File: config.mk
export PLATFORM = sky130hd
export DESIGN_NAME = displayTop
export DESIGN_NICKNAME = d
export VERILOG_FILES = /design/src/hw/defines.sv /design/src/hw/Obstacle.sv /design/src/hw/displayTop.sv /design/src/hw/numberBitmap.sv /design/src/hw/square.sv /design/src/hw/vgaScanner.sv
export VERILOG_INCLUDE_DIRS = /design/src /design/src/hw
export SDC_FILE = /design/constraint.sdc
export NUM_CORES = 1
export LEC_CHECK = 0
export ABC_AREA = 1
export BUFFER_PORTS_ARGS = -buffer_cell sky130_fd_sc_hd__buf_2
export CAP_MARGIN = 20
export CORE_AREA = 2 2 89 91
export CTS_BUF_LIST = sky130_fd_sc_hd__clkbuf_4 sky130_fd_sc_hd__clkbuf_8
export CTS_CLUSTER_SIZE = 12
export DETAILED_ROUTE_END_ITERATION = 6
export DIE_AREA = 0 0 91 93
export HOLD_SLACK_MARGIN = 0.02
export PLACE_DENSITY = 0.7
export RECOVER_POWER = 25
export SLEW_MARGIN = 20
export SYNTH_ARGS = -nofsm -noshare
export SYNTH_HDL_FRONTEND = slang
export SYNTH_SLANG_ARGS = --single-unit
File: constraint.sdc
create_clock -name clk -period 2.93 [get_ports clk]
set_input_delay 0.1465 -clock clk [delete_from_list [all_inputs] [get_ports clk]]
set_output_delay 0.1465 -clock clk [all_outputs]
set_load 0.01 [all_outputs]
File: src/hw/display_consts.svh
`ifndef DISPLAY_CONSTS_SVH
`define DISPLAY_CONSTS_SVH

// 640x480 raster timing, counted in pixel clocks.
`define H_VISIBLE 640
`define H_SYNC_START 656
`define H_SYNC_END 752
`define H_TOTAL 800
`define V_VISIBLE 480
`define V_SYNC_START 490
`define V_SYNC_END 492
`define V_TOTAL 525

// Digit tile geometry.
`define NUMBER_WIDTH 16
`define NUMBER_HEIGHT 32
`define NUMBERS 10
`define NUMBERS_SPACE 40
`define ROW_LEFT_X 20
`define ROW_TOP_Y 60

// Palette.
`define COLOR_DIGIT 8'hFF
`define COLOR_SCORE 8'hE0
`define COLOR_BACKGROUND 8'h25
`define COLOR_BLANK 8'h00

`endif

File: src/hw/defines.sv
// ============================================================
// Shared types of the digit-row display.
// ============================================================

package defines;

	// Screen position as produced by the raster scanner.
	// Signed so that tile bounds can be compared without casts.
	typedef logic signed [10:0] coord_t;

	// Position of a pixel relative to the top-left corner of a tile.
	typedef logic [10:0] offset_t;

	// Decimal digit shown by a tile, 0 to 9.
	typedef logic [3:0] digit_t;

	// Colour in 3-3-2 RGB.
	// Bits 7:5 red, 4:2 green, 1:0 blue.
	typedef logic [7:0] rgb_t;

endpackage

File: src/hw/Obstacle.sv
`timescale 1ns/1ns

`include "display_consts.svh"

module Obstacle (
	input  logic            clk,
	input  logic            reset,
	input  defines::coord_t pixelX,
	input  defines::coord_t pixelY,
	input  defines::digit_t scoreNumber,
	output logic            drawObstacle,
	output defines::rgb_t   RGBObstacle,
	output logic            drawScoreNumber
);

	import defines::*;

	logic [`NUMBERS-1:0] drawSquare;
	offset_t             offsetXSquare [`NUMBERS];
	offset_t             offsetYSquare [`NUMBERS];

	digit_t  numberToDraw;
	digit_t  numberToDrawD;
	offset_t offsetXNumber;
	offset_t offsetYNumber;
	logic    insideRectangle;
	logic    drawNumber;
	rgb_t    RGBNumber;

	// ============================================================
	// Tile row
	// ============================================================

	for (genvar i = 0; i < `NUMBERS; i++) begin : squareTiles
		square #(
			.OBJECT_WIDTH (`NUMBER_WIDTH),
			.OBJECT_HEIGHT(`NUMBER_HEIGHT),
			.TOP_LEFT_X   (`ROW_LEFT_X + i * `NUMBERS_SPACE),
			.TOP_LEFT_Y   (`ROW_TOP_Y)
		) squareInst (
			.pixelX (pixelX),
			.pixelY (pixelY),
			.draw   (drawSquare[i]),
			.offsetX(offsetXSquare[i]),
			.offsetY(offsetYSquare[i])
		);
	end

	// Highest index wins.
	always_comb begin
		numberToDraw  = '0;
		offsetXNumber = offsetXSquare[0];
		offsetYNumber = offsetYSquare[0];
		for (int j = 1; j < `NUMBERS; j++) begin
			if (drawSquare[j]) begin
				numberToDraw  = digit_t'(j);
				offsetXNumber = offsetXSquare[j];
				offsetYNumber = offsetYSquare[j];
			end
		end
	end

	assign insideRectangle = |drawSquare;

	numberBitmap numberBitmapInst (
		.clk            (clk),
		.reset          (reset),
		.offsetX        (offsetXNumber),
		.offsetY        (offsetYNumber),
		.number         (numberToDraw),
		.insideRectangle(insideRectangle),
		.drawNumber     (drawNumber),
		.RGBNumber      (RGBNumber)
	);

	// ============================================================
	// Score match, aligned with the bitmap register
	// ============================================================

	always_ff @(posedge clk) begin
		numberToDrawD <= numberToDraw;
	end

	assign drawObstacle    = drawNumber;
	assign RGBObstacle     = RGBNumber;
	assign drawScoreNumber = drawNumber && (numberToDrawD == scoreNumber);

	// Tiles are spaced apart, so hits never overlap.
	singleTileHit: assert property (
		@(posedge clk) disable iff (reset)
		$onehot0(drawSquare)
	) else $error("Obstacle: overlapping tile hits %b", drawSquare);

endmodule

File: src/hw/displayTop.sv
`timescale 1ns/1ns

`include "display_consts.svh"

module displayTop (
	input  logic            clk,
	input  logic            reset,
	input  defines::digit_t scoreNumber,
	output defines::rgb_t   rgb,
	output logic            hSync,
	output logic            vSync,
	output logic            scoreHit
);

	import defines::*;

	coord_t pixelX;
	coord_t pixelY;
	logic   visible;
	logic   hSyncRaw;
	logic   vSyncRaw;

	logic   drawObstacle;
	rgb_t   RGBObstacle;
	logic   drawScoreNumber;

	logic   visibleD;
	logic   hSyncD;
	logic   vSyncD;
	rgb_t   nextRgb;

	vgaScanner vgaScannerInst (
		.clk     (clk),
		.reset   (reset),
		.pixelX  (pixelX),
		.pixelY  (pixelY),
		.visible (visible),
		.hSyncRaw(hSyncRaw),
		.vSyncRaw(vSyncRaw)
	);

	Obstacle obstacleInst (
		.clk            (clk),
		.reset          (reset),
		.pixelX         (pixelX),
		.pixelY         (pixelY),
		.scoreNumber    (scoreNumber),
		.drawObstacle   (drawObstacle),
		.RGBObstacle    (RGBObstacle),
		.drawScoreNumber(drawScoreNumber)
	);

	// ============================================================
	// Stage 1, raster flags follow the bitmap latency
	// ============================================================

	always_ff @(posedge clk) begin
		if (reset) begin
			visibleD <= 1'b0;
			hSyncD   <= 1'b1;
			vSyncD   <= 1'b1;
		end else begin
			visibleD <= visible;
			hSyncD   <= hSyncRaw;
			vSyncD   <= vSyncRaw;
		end
	end

	// Colour priority: blanking, score digit, plain digit, background.
	always_comb begin
		if (!visibleD) begin
			nextRgb = `COLOR_BLANK;
		end else if (drawScoreNumber) begin
			nextRgb = `COLOR_SCORE;
		end else if (drawObstacle) begin
			nextRgb = RGBObstacle;
		end else begin
			nextRgb = `COLOR_BACKGROUND;
		end
	end

	// ============================================================
	// Stage 2, output registers
	// ============================================================

	always_ff @(posedge clk) begin
		if (reset) begin
			rgb      <= '0;
			hSync    <= 1'b1;
			vSync    <= 1'b1;
			scoreHit <= 1'b0;
		end else begin
			rgb      <= nextRgb;
			hSync    <= hSyncD;
			vSync    <= vSyncD;
			scoreHit <= drawScoreNumber;
		end
	end

endmodule

File: src/hw/numberBitmap.sv
`timescale 1ns/1ns

`include "display_consts.svh"

module numberBitmap (
	input  logic             clk,
	input  logic             reset,
	input  defines::offset_t offsetX,
	input  defines::offset_t offsetY,
	input  defines::digit_t  number,
	input  logic             insideRectangle,
	output logic             drawNumber,
	output defines::rgb_t    RGBNumber
);

	import defines::*;

	// Segment order in the vectors below is {a, b, c, d, e, f, g}.
	logic [6:0] segmentsOn;
	logic [6:0] segmentsHit;
	logic       lit;

	// Inclusive box test on tile-relative coordinates.
	function automatic logic inBox(
		input offset_t x,
		input offset_t y,
		input int      x0,
		input int      x1,
		input int      y0,
		input int      y1
	);
		return (x >= x0) && (x <= x1) && (y >= y0) && (y <= y1);
	endfunction

	// ============================================================
	// Digit to segment decode
	// ============================================================

	always_comb begin
		case (number)
			4'd0:    segmentsOn = 7'b1111110;
			4'd1:    segmentsOn = 7'b0110000;
			4'd2:    segmentsOn = 7'b1101101;
			4'd3:    segmentsOn = 7'b1111001;
			4'd4:    segmentsOn = 7'b0110011;
			4'd5:    segmentsOn = 7'b1011011;
			4'd6:    segmentsOn = 7'b1011111;
			4'd7:    segmentsOn = 7'b1110000;
			4'd8:    segmentsOn = 7'b1111111;
			4'd9:    segmentsOn = 7'b1111011;
			default: segmentsOn = 7'b0000000;
		endcase
	end

	// ============================================================
	// Segment geometry for a 16x32 tile
	// ============================================================

	// Horizontal bars span columns 2 to 13, four rows thick.
	assign segmentsHit[6] = inBox(offsetX, offsetY, 2, 13, 0, 3);
	assign segmentsHit[0] = inBox(offsetX, offsetY, 2, 13, 14, 17);
	assign segmentsHit[3] = inBox(offsetX, offsetY, 2, 13, 28, 31);

	// Vertical bars, upper half.
	assign segmentsHit[1] = inBox(offsetX, offsetY, 0, 3, 2, 15);
	assign segmentsHit[5] = inBox(offsetX, offsetY, 12, 15, 2, 15);

	// Vertical bars, lower half.
	assign segmentsHit[2] = inBox(offsetX, offsetY, 0, 3, 16, 29);
	assign segmentsHit[4] = inBox(offsetX, offsetY, 12, 15, 16, 29);

	assign lit = insideRectangle && |(segmentsOn & segmentsHit);

	// One pipeline stage between offsets and pixel decision.
	always_ff @(posedge clk) begin
		if (reset) begin
			drawNumber <= 1'b0;
		end else begin
			drawNumber <= lit;
		end
	end

	always_ff @(posedge clk) begin
		RGBNumber <= lit ? rgb_t'(`COLOR_DIGIT) : rgb_t'(`COLOR_BACKGROUND);
	end

	// The digit comes from the tile selector in the parent.
	digitInRange: assert property (
		@(posedge clk) disable iff (reset)
		insideRectangle |-> (number <= 4'd9)
	) else $error("numberBitmap: digit %0d out of range", number);

endmodule

File: src/hw/square.sv
`timescale 1ns/1ns

module square #(
	parameter int OBJECT_WIDTH  = 16,
	parameter int OBJECT_HEIGHT = 32,
	parameter int TOP_LEFT_X    = 0,
	parameter int TOP_LEFT_Y    = 0
) (
	input  defines::coord_t  pixelX,
	input  defines::coord_t  pixelY,
	output logic             draw,
	output defines::offset_t offsetX,
	output defines::offset_t offsetY
);

	import defines::*;

	// Tile bounds, right and bottom are exclusive.
	localparam coord_t LEFT   = coord_t'(TOP_LEFT_X);
	localparam coord_t TOP    = coord_t'(TOP_LEFT_Y);
	localparam coord_t RIGHT  = coord_t'(TOP_LEFT_X + OBJECT_WIDTH);
	localparam coord_t BOTTOM = coord_t'(TOP_LEFT_Y + OBJECT_HEIGHT);

	logic insideX;
	logic insideY;

	assign insideX = (pixelX >= LEFT) && (pixelX < RIGHT);
	assign insideY = (pixelY >= TOP) && (pixelY < BOTTOM);

	assign draw = insideX && insideY;

	// Only meaningful while draw is high.
	assign offsetX = offset_t'(pixelX - LEFT);
	assign offsetY = offset_t'(pixelY - TOP);

endmodule

File: src/hw/vgaScanner.sv
`timescale 1ns/1ns

`include "display_consts.svh"

module vgaScanner (
	input  logic            clk,
	input  logic            reset,
	output defines::coord_t pixelX,
	output defines::coord_t pixelY,
	output logic            visible,
	output logic            hSyncRaw,
	output logic            vSyncRaw
);

	import defines::*;

	coord_t hCount;
	coord_t vCount;
	logic   lineEnd;
	logic   frameEnd;

	// ============================================================
	// Raster counters
	// ============================================================

	assign lineEnd  = (hCount == coord_t'(`H_TOTAL - 1));
	assign frameEnd = (vCount == coord_t'(`V_TOTAL - 1));

	// Column counter, one step per pixel clock.
	always_ff @(posedge clk) begin
		if (reset) begin
			hCount <= '0;
		end else if (lineEnd) begin
			hCount <= '0;
		end else begin
			hCount <= hCount + coord_t'(1);
		end
	end

	// Row counter advances at the end of each line.
	always_ff @(posedge clk) begin
		if (reset) begin
			vCount <= '0;
		end else if (lineEnd) begin
			if (frameEnd) begin
				vCount <= '0;
			end else begin
				vCount <= vCount + coord_t'(1);
			end
		end
	end

	assign pixelX = hCount;
	assign pixelY = vCount;

	// ============================================================
	// Blanking and sync levels
	// ============================================================

	assign visible = (hCount < `H_VISIBLE) && (vCount < `V_VISIBLE);

	// Both sync pulses are active low.
	assign hSyncRaw = !((hCount >= `H_SYNC_START) && (hCount < `H_SYNC_END));
	assign vSyncRaw = !((vCount >= `V_SYNC_START) && (vCount < `V_SYNC_END));

	columnInRange: assert property (
		@(posedge clk) disable iff (reset)
		hCount < coord_t'(`H_TOTAL)
	) else $error("vgaScanner: column count left the line");

endmodule

==> results.txt, run 1 <==
----------------------------------------------------
[Layout]
  Fillcell total ... 764
  Share of layout cells above drive strength 1 ... 17.8%
  Final #Nets ... 733
  Cell area after layout ... 4510 um2
  Number of diodes ... 0
  Area used by sequential logic in the layout ... 782 um2
  Area of the multi-input gates ... 2810 um2
  Area growth from synthesis to final layout ... 12.4%

[CTS]
  Worst-Skew Late Latency ... 0.29 ns
  Clock tree buffer depth ... 2
  Hold-fix buffers, CTS ... 0
  CTS tree ... built
  Max H-tree Level ... 2
  CTS Sinks ... 38
  Num CTS Buffers ... 5
  Cell chosen for the clock root ... clkbuf_8
  Clock-pin slew of the registers on the worst-case setup and hold paths ... 0.08 ns

[Timing]
  Final number of max-transition violations ... 0
  Least setup slack across all paths after layout ... 0.183 ns
  Final setup violation count ... 0
  Highest Clock Rate ... 364 MHz
  Worst hold slack across all endpoints ... 0.207 ns
  Count of endpoints failing hold in the final timing report ... 0
  Layout Skew ... 0.00456 ns
  Worst Max-Slew Pin Slew ... 0.584 ns
  Period minus WS final ... 2.75 ns
  Setup_tns ... 0 ns
  Rel. slew slack ... 60.7%
  Final clock period utilization by the worst path ... 93.8%

[Die]
  Number of I/O pins ... 17
  Std cell rows ... 32
  Height of the die ... 93 um
  Effective utilization at floorplan ... 53.3%
  Width of the die ... 91 um
  Total Die Area ... 8460 um2
  Core area ... 7530 um2

[Flow run]
  Count of max-cap constraint violations ... 0

[Yosys]
  Net count after synthesis ... 702
  Most common cell in the netlist ... nand2_1
  Most instantiated cells after synthesis ... 198 x nand2_1, 89 x nor2_1, 71 x inv_1
  Top cell type's share of synthesized area ... 19.0%
  Post-synth EDFFs ... 0
  Count of cell types in the netlist ... 44
  Syn. warnings ... 0
  Gate Count Post-Synth ... 680
  Sequential cell area fraction in the yosys report ... 19.0%
  Total standard cell area after synthesis ... 4010 um2
  Syn Area/Cell ... 5.90 um2
  Leading register cell type out of synthesis ... dfxtp_1
  Synth Register Bits ... 38
  Synth area leader ... dfxtp_1
  Fraction of registers with async set or reset after synthesis ... 0%
  Synth top area cells ... dfxtp_1 19%, nand2_1 19%, nor2_1 8.3%

[Placement]
  Placed inst area ... 4270 um2
  Gp weighted congestion ... 1.09
  Number of buffers inserted by port buffering ... 16
  Setup Slack @ Placement ... -0.0108 ns
  Sum of net half-perimeters after detailed placement ... 11100 um

[Setup path]
  Type of element capturing the critical path ... flop
  Critical path data arrival time ... 2.98 ns
  Critical path required time ... 3.16 ns
  Crit Path Category ... reg -> reg
  Type of element launching the critical path ... flop
  Critical path fanouts, max ... 7

[Drt]
  Routed length per instance ... 16.8 um
  Violation count after the first detailed-routing iteration ... 473
  Final WL ... 13700 um
  Number of remaining DRC errors ... 0
  Number of search-and-repair iterations in the first detailed-routing pass ... 5
  Number of vias after detailed routing ... 4697
  Number of vias per cell ... 5.77
  Antenna viol nets, final ... 0

[Status]
  Status ... finished, final reports clean

[GRT]
  Global-route wire length before repair ... 21900 um
  Global-route total usage across every layer ... 32.8%
  Number of global-route vias before repair ... 4401
  Antenna violations before repair ... 0
  Pin count of the biggest net entering global routing ... 16
  Aggregate global routing overflow ... 0

[Power and ir drop]
  Static leakage power ... 2.17 nW
  Max rail drop VDD ... 0.244 mV
  Power Dens Cells ... 254 nW/um2

[Worst hold path]
  Hold Crit Class ... in -> reg

----------------------------------------------------
[path summary, 6_finish.rpt]
path,startpoint,endpoint,slack [ns],cells past startpoint
setup / recovery,vgaScannerInst.pixelX[3],obstacleInst.numberBitmapInst.drawNumber,0.18,21
hold / removal,reset,scoreHit,0.21,2
setup reg to reg,vgaScannerInst.pixelX[3],obstacleInst.numberBitmapInst.drawNumber,0.18,21
hold reg to reg,vSyncD,vSync,0.41,1
[kinds of logic after synthesis]
logic type,after synthesis,share of synthesized area [%]
buffers and inverters,113,12.9
adder cells (fa/ha/maj),16,4.99
AND/OR/NAND/NOR,403,45.9
XOR/XNOR,17,3.71
flip-flops,38,19.0
AO/OA/AOI/OAI,93,13.6
[state kept, by name (all words and copies together), names as in the netlist]
register and count:
vSyncD 1, scoreHit 1, obstacleInst.numberBitmapInst.RGBNumber 1, obstacleInst.numberToDrawD 4, hSyncD 1, rgb 4, hSync 1, visibleD 1
vSync 1, vgaScannerInst.pixelY 11, vgaScannerInst.pixelX 11, obstacleInst.numberBitmapInst.drawNumber 1
[stage by stage]
| stage | util [%] | total power (W) | std cells |
|---|---|---|---|
| 2_1_floorplan | - | 0.000583 | 680 |
| 3_3_place_gp | 56.7 | 0.000617 | 805 |
| 3_5_place_dp | 56.7 | 0.000617 | 805 |
| 4_1_cts | 58.6 | 0.00116 | 813 |
| 5_1_grt | 59.9 | 0.00119 | 814 |
| 6_report | 59.9 | 0.00115 | 814 |
[power by group]
| part | internal, W | switching, W | total (W) |
|---|---|---|---|
| clock | 0.000341 | 0.000194 | 0.000536 |
| combinational | 0.0000262 | 0.0000585 | 0.0000847 |
| sequential | 0.000520 | 0.00000506 | 0.000525 |
[area by class of cell]
cell class	count	share of cell area (%)
Clock buffer	5	1.53
Clock inverter	3	1.53
Sequential cell	38	17.3
Multi-Input combinational cell	529	62.2
Tap cell	102	2.83
Timing Repair Buffer	46	6.60
Inverter	91	7.93
[critical path: stages (launching register included)]
cell and delay, ns:
dfxtp_1 0.34, buf_4 0.17, nand2_1 0.11, nand2_1 0.21, nor2_2 0.22, nor2_1 0.08, a21oi_2 0.16, nand2_2 0.12
nand2_4 0.11, inv_2 0.05, nand2_1 0.07, inv_1 0.07, ha_1 0.27, nand2_1 0.09, nand2_1 0.05, nand2_1 0.06
nand2_1 0.04, nand2_1 0.06, nand2_1 0.04, a21oi_1 0.15, nand3_1 0.12, nor2_1 0.10
[routing by layer]
metal  track usage (%)  part of all wire (%)
met1              38.5                    38
met4              17.3                   5.4
met5                 0                     0
met3              4.83                   9.1
met2              58.0                    48
[cells in the final DEF, fill, tap and decap left out, types with 3 or more instances in the layout]
cell type / n
a211oi_1: 7
a21oi_1: 33
a31oi_1: 3
buf_2: 7
buf_4: 29
clkbuf_1: 9
clkbuf_8: 5
clkinv_1: 5
dfxtp_1: 25
dfxtp_2: 11
ha_1: 14
inv_1: 69
inv_2: 15
nand2_1: 196
nand2_2: 5
nand2_4: 4
nand2_8: 3
nand3_1: 48
nand3_2: 7
nand4_1: 16
nor2_1: 81
nor2_2: 16
nor2_4: 5
nor3_1: 11
nor3b_1: 3
nor4_1: 3
o21ai_0: 30
o21ai_1: 5
xor2_1: 15
[timing repair]
action,in CTS,in global routing
endpoints found under the setup margin,1,2
gates resized for setup,2,41
pin swaps,0,3
setup buffers,0,1
(Power assumes the default switching activity.)
==> inputs of run 2 (changes only) <==
CORE_AREA = 2 2 134 136   (was 2 2 89 91)
CTS_CLUSTER_SIZE = unset   (was 12)
DIE_AREA = 0 0 136 138   (was 0 0 91 93)
SYNTH_HIERARCHICAL = 1   (was unset)
==> run 2 against run 1 <==
The run now ends with negative setup slack left. Sequential cell count increased by 4. Clock power decreased by 28%. Fmax decreased by 17%. Utilization increased by 11 points. Die area increased by 120%. Global-route usage increased by 0.71 points. Sequential power increased by 9.3%. Area after synthesis increased by 130%. Non-clock buffer count increased by 301. Design area increased to 2.7 times the previous value. Synthesized cell count increased to 2.5 times the previous value.
==> results.txt, run 2 <==
----------------------------------------------------
[Layout]
  Leading cell types in the layout, fill and taps excluded ... 496 x nand2_1, 298 x buf_4, 258 x nor2_1
  Most common library cell in the layout ignoring fill and taps ... nand2_1
  Core Util, Final ... 70.6%
  Fillcell total ... 1646
  Number of diodes ... 0
  Share of layout cells above drive strength 1 ... 30.1%
  Final #Nets ... 2028
  Area growth from synthesis to final layout ... 34.0%

[Flow run]
  Count of max-cap constraint violations ... 0

[Timing]
  Highest Clock Rate ... 304 MHz
  Worst hold slack across all endpoints ... 0.189 ns
  Final clock period utilization by the worst path ... 112%
  Period minus WS final ... 3.29 ns
  Final setup violation count ... 2
  Least setup slack across all paths after layout ... -0.363 ns
  Layout Skew ... 0.00972 ns
  RSZ-0062 raised after global routing ... true
  Worst Max-Slew Pin Slew ... 0.756 ns
  Count of endpoints failing hold in the final timing report ... 0
  Rel. slew slack ... 48.9%
  Final number of max-transition violations ... 0

[Placement]
  Gp weighted congestion ... 0.944
  Number of buffers inserted by port buffering ... 16
  Setup Slack @ Placement ... -0.378 ns
  Sum of net half-perimeters after detailed placement ... 25200 um

[Drt]
  Top metal layer carrying routed signals ... met4
  Number of search-and-repair iterations in the first detailed-routing pass ... 7
  Antenna viol nets, final ... 0
  Number of vias per cell ... 5.06
  Met1 Wirelength ... 14700 um
  Violation count after the first detailed-routing iteration ... 1031
  Number of vias after detailed routing ... 11200
  Number of remaining DRC errors ... 0
  Met3 WL ... 1940 um
  Routed length per instance ... 14.5 um
  Met2 wire len ... 14700 um
  Final WL ... 32100 um

[Setup path]
  Sum of buffers and inverters on the critical path ... 5
  Crit Path Category ... reg -> reg
  Type of element capturing the critical path ... flop
  Top Family by Delay on Critical Path ... simple AND/OR/NAND/NOR gates
  Startpoint of the most critical register-to-register path ... vgaScannerInst/pixelX[2]
  Critical path required time ... 3.19 ns
  Type of element launching the critical path ... flop
  Worst Reg2Reg Path Length in Cells ... 27
  Capturing point of the worst reg2reg path ... obstacleInst/numberBitmapInst/drawNumber
  Worst setup startpoint ... vgaScannerInst/pixelX[2]
  FF-to-FF setup slack ... -0.36 ns
  Cell with the biggest individual delay on the critical path ... dfxtp_4
  Critical path fanouts, max ... 5
  Critical path data arrival time ... 3.55 ns
  Max incr delay on CP ... 0.40 ns

[CTS]
  CTS Sinks ... 42
  CTS tree ... built
  Num CTS Buffers ... 5
  Worst-Skew Late Latency ... 0.31 ns
  Clock tree buffer depth ... 2
  Cell chosen for the clock root ... clkbuf_8
  Max H-tree Level ... 2
  Clock-pin slew of the registers on the worst-case setup and hold paths ... 0.09 ns
  Hold-fix buffers, CTS ... 0

[GRT]
  Global-route total usage across every layer ... 33.6%
  Aggregate global routing overflow ... 0
  Number of global-route vias before repair ... 10600
  Global-route wire length before repair ... 51200 um
  Pin count of the biggest net entering global routing ... 21
  Antenna violations before repair ... 0

[Power and ir drop]
  Power Dens Cells ... 91.7 nW/um2
  Power Total ... 0.00113 W
  Static leakage power ... 6.66 nW
  Max rail drop VDD ... 0.258 mV

[Yosys]
  Total standard cell area after synthesis ... 9230 um2
  Syn. warnings ... 6
  Gate Count Post-Synth ... 1704
  Syn Area/Cell ... 5.42 um2

[Worst hold path]
  Hold Crit Class ... in -> reg
  Worst hold stages ... 2
  Worst Hold Launch ... reset
  Hold worst-path end ... obstacleInst/numberBitmapInst/drawNumber

[Status]
  Status ... finished with violations
  Failing checks ... negative setup slack

[Die]
  Core area ... 17500 um2
  Effective utilization at floorplan ... 52.7%
  Width of the die ... 136 um
  Number of I/O pins ... 17
  Std cell rows ... 49
  Height of the die ... 138 um
  Total Die Area ... 18800 um2

----------------------------------------------------
[run 2: worst max path at each step]
stage / end / slack, ns / depth (start not counted)
after floorplan: obstacleInst/numberBitmapInst/drawNumber / 0.02 / 26
after global routing: obstacleInst/numberBitmapInst/drawNumber / -0.51 / 29
final: obstacleInst/numberBitmapInst/drawNumber / -0.36 / 27
after detailed placement: obstacleInst/numberBitmapInst/RGBNumber[6] / -0.38 / 28
after global placement: obstacleInst/numberBitmapInst/drawNumber / -0.35 / 21
after CTS: obstacleInst/numberBitmapInst/drawNumber / -0.21 / 29
[run 2: per-stage QoR]
stage	area, um2	instances	setup TNS, ns
floorplan	9490	1706	0
global placement	11700	2181	-0.689
detailed placement	11700	2181	-0.754
CTS	12100	2210	-0.424
global route	12400	2218	-1.01
finish	12400	2218	-0.698
[run 2: worst reg2reg max path, delay by kind of cell, from the launching register on]
| family | cells | cell delay (ns) |
|---|---|---|
| fa+ha+maj | 1 | 0.16 |
| buf+inv | 5 | 0.63 |
| simple gates | 21 | 2.05 |
| flops | 1 | 0.40 |
[run 2: layout make-up]
cell class / count / area, um2 / area share (%)
timing repair buffer: 347 / 2780 / 22.4
inverter: 255 / 990 / 8.00
clock inverter: 3 / 16.3 / 0.131
multi-input combinational: 1337 / 7330 / 59.3
sequential: 42 / 900 / 7.27
clock buffer: 5 / 68.8 / 0.556
tap: 229 / 287 / 2.32
[run 2: what timing repair did]
item / CTS / global route
resized for setup: 39 / 67
cloned: 2 / 1
pin swaps: 33 / 35
buffers inserted: 19 / 8
endpoints found under the setup margin: 2 / 2
[run 2: layer usage]
metal / up-vias / global-route usage, %
met4: 0 / 9.27
met3: 59 / 5.46
met1: 5054 / 45.4
li1: 5776 / -
met2: 343 / 54.9
met5: - / 0
[run 2: report_power, final]
group	leakage, nW	switching [W]	internal (W)
registers	0.354	0.0000100	0.000564
clock network	0.0416	0.000221	0.000164
logic	6.26	0.000101	0.0000743
total	6.66	0.000332	0.000802
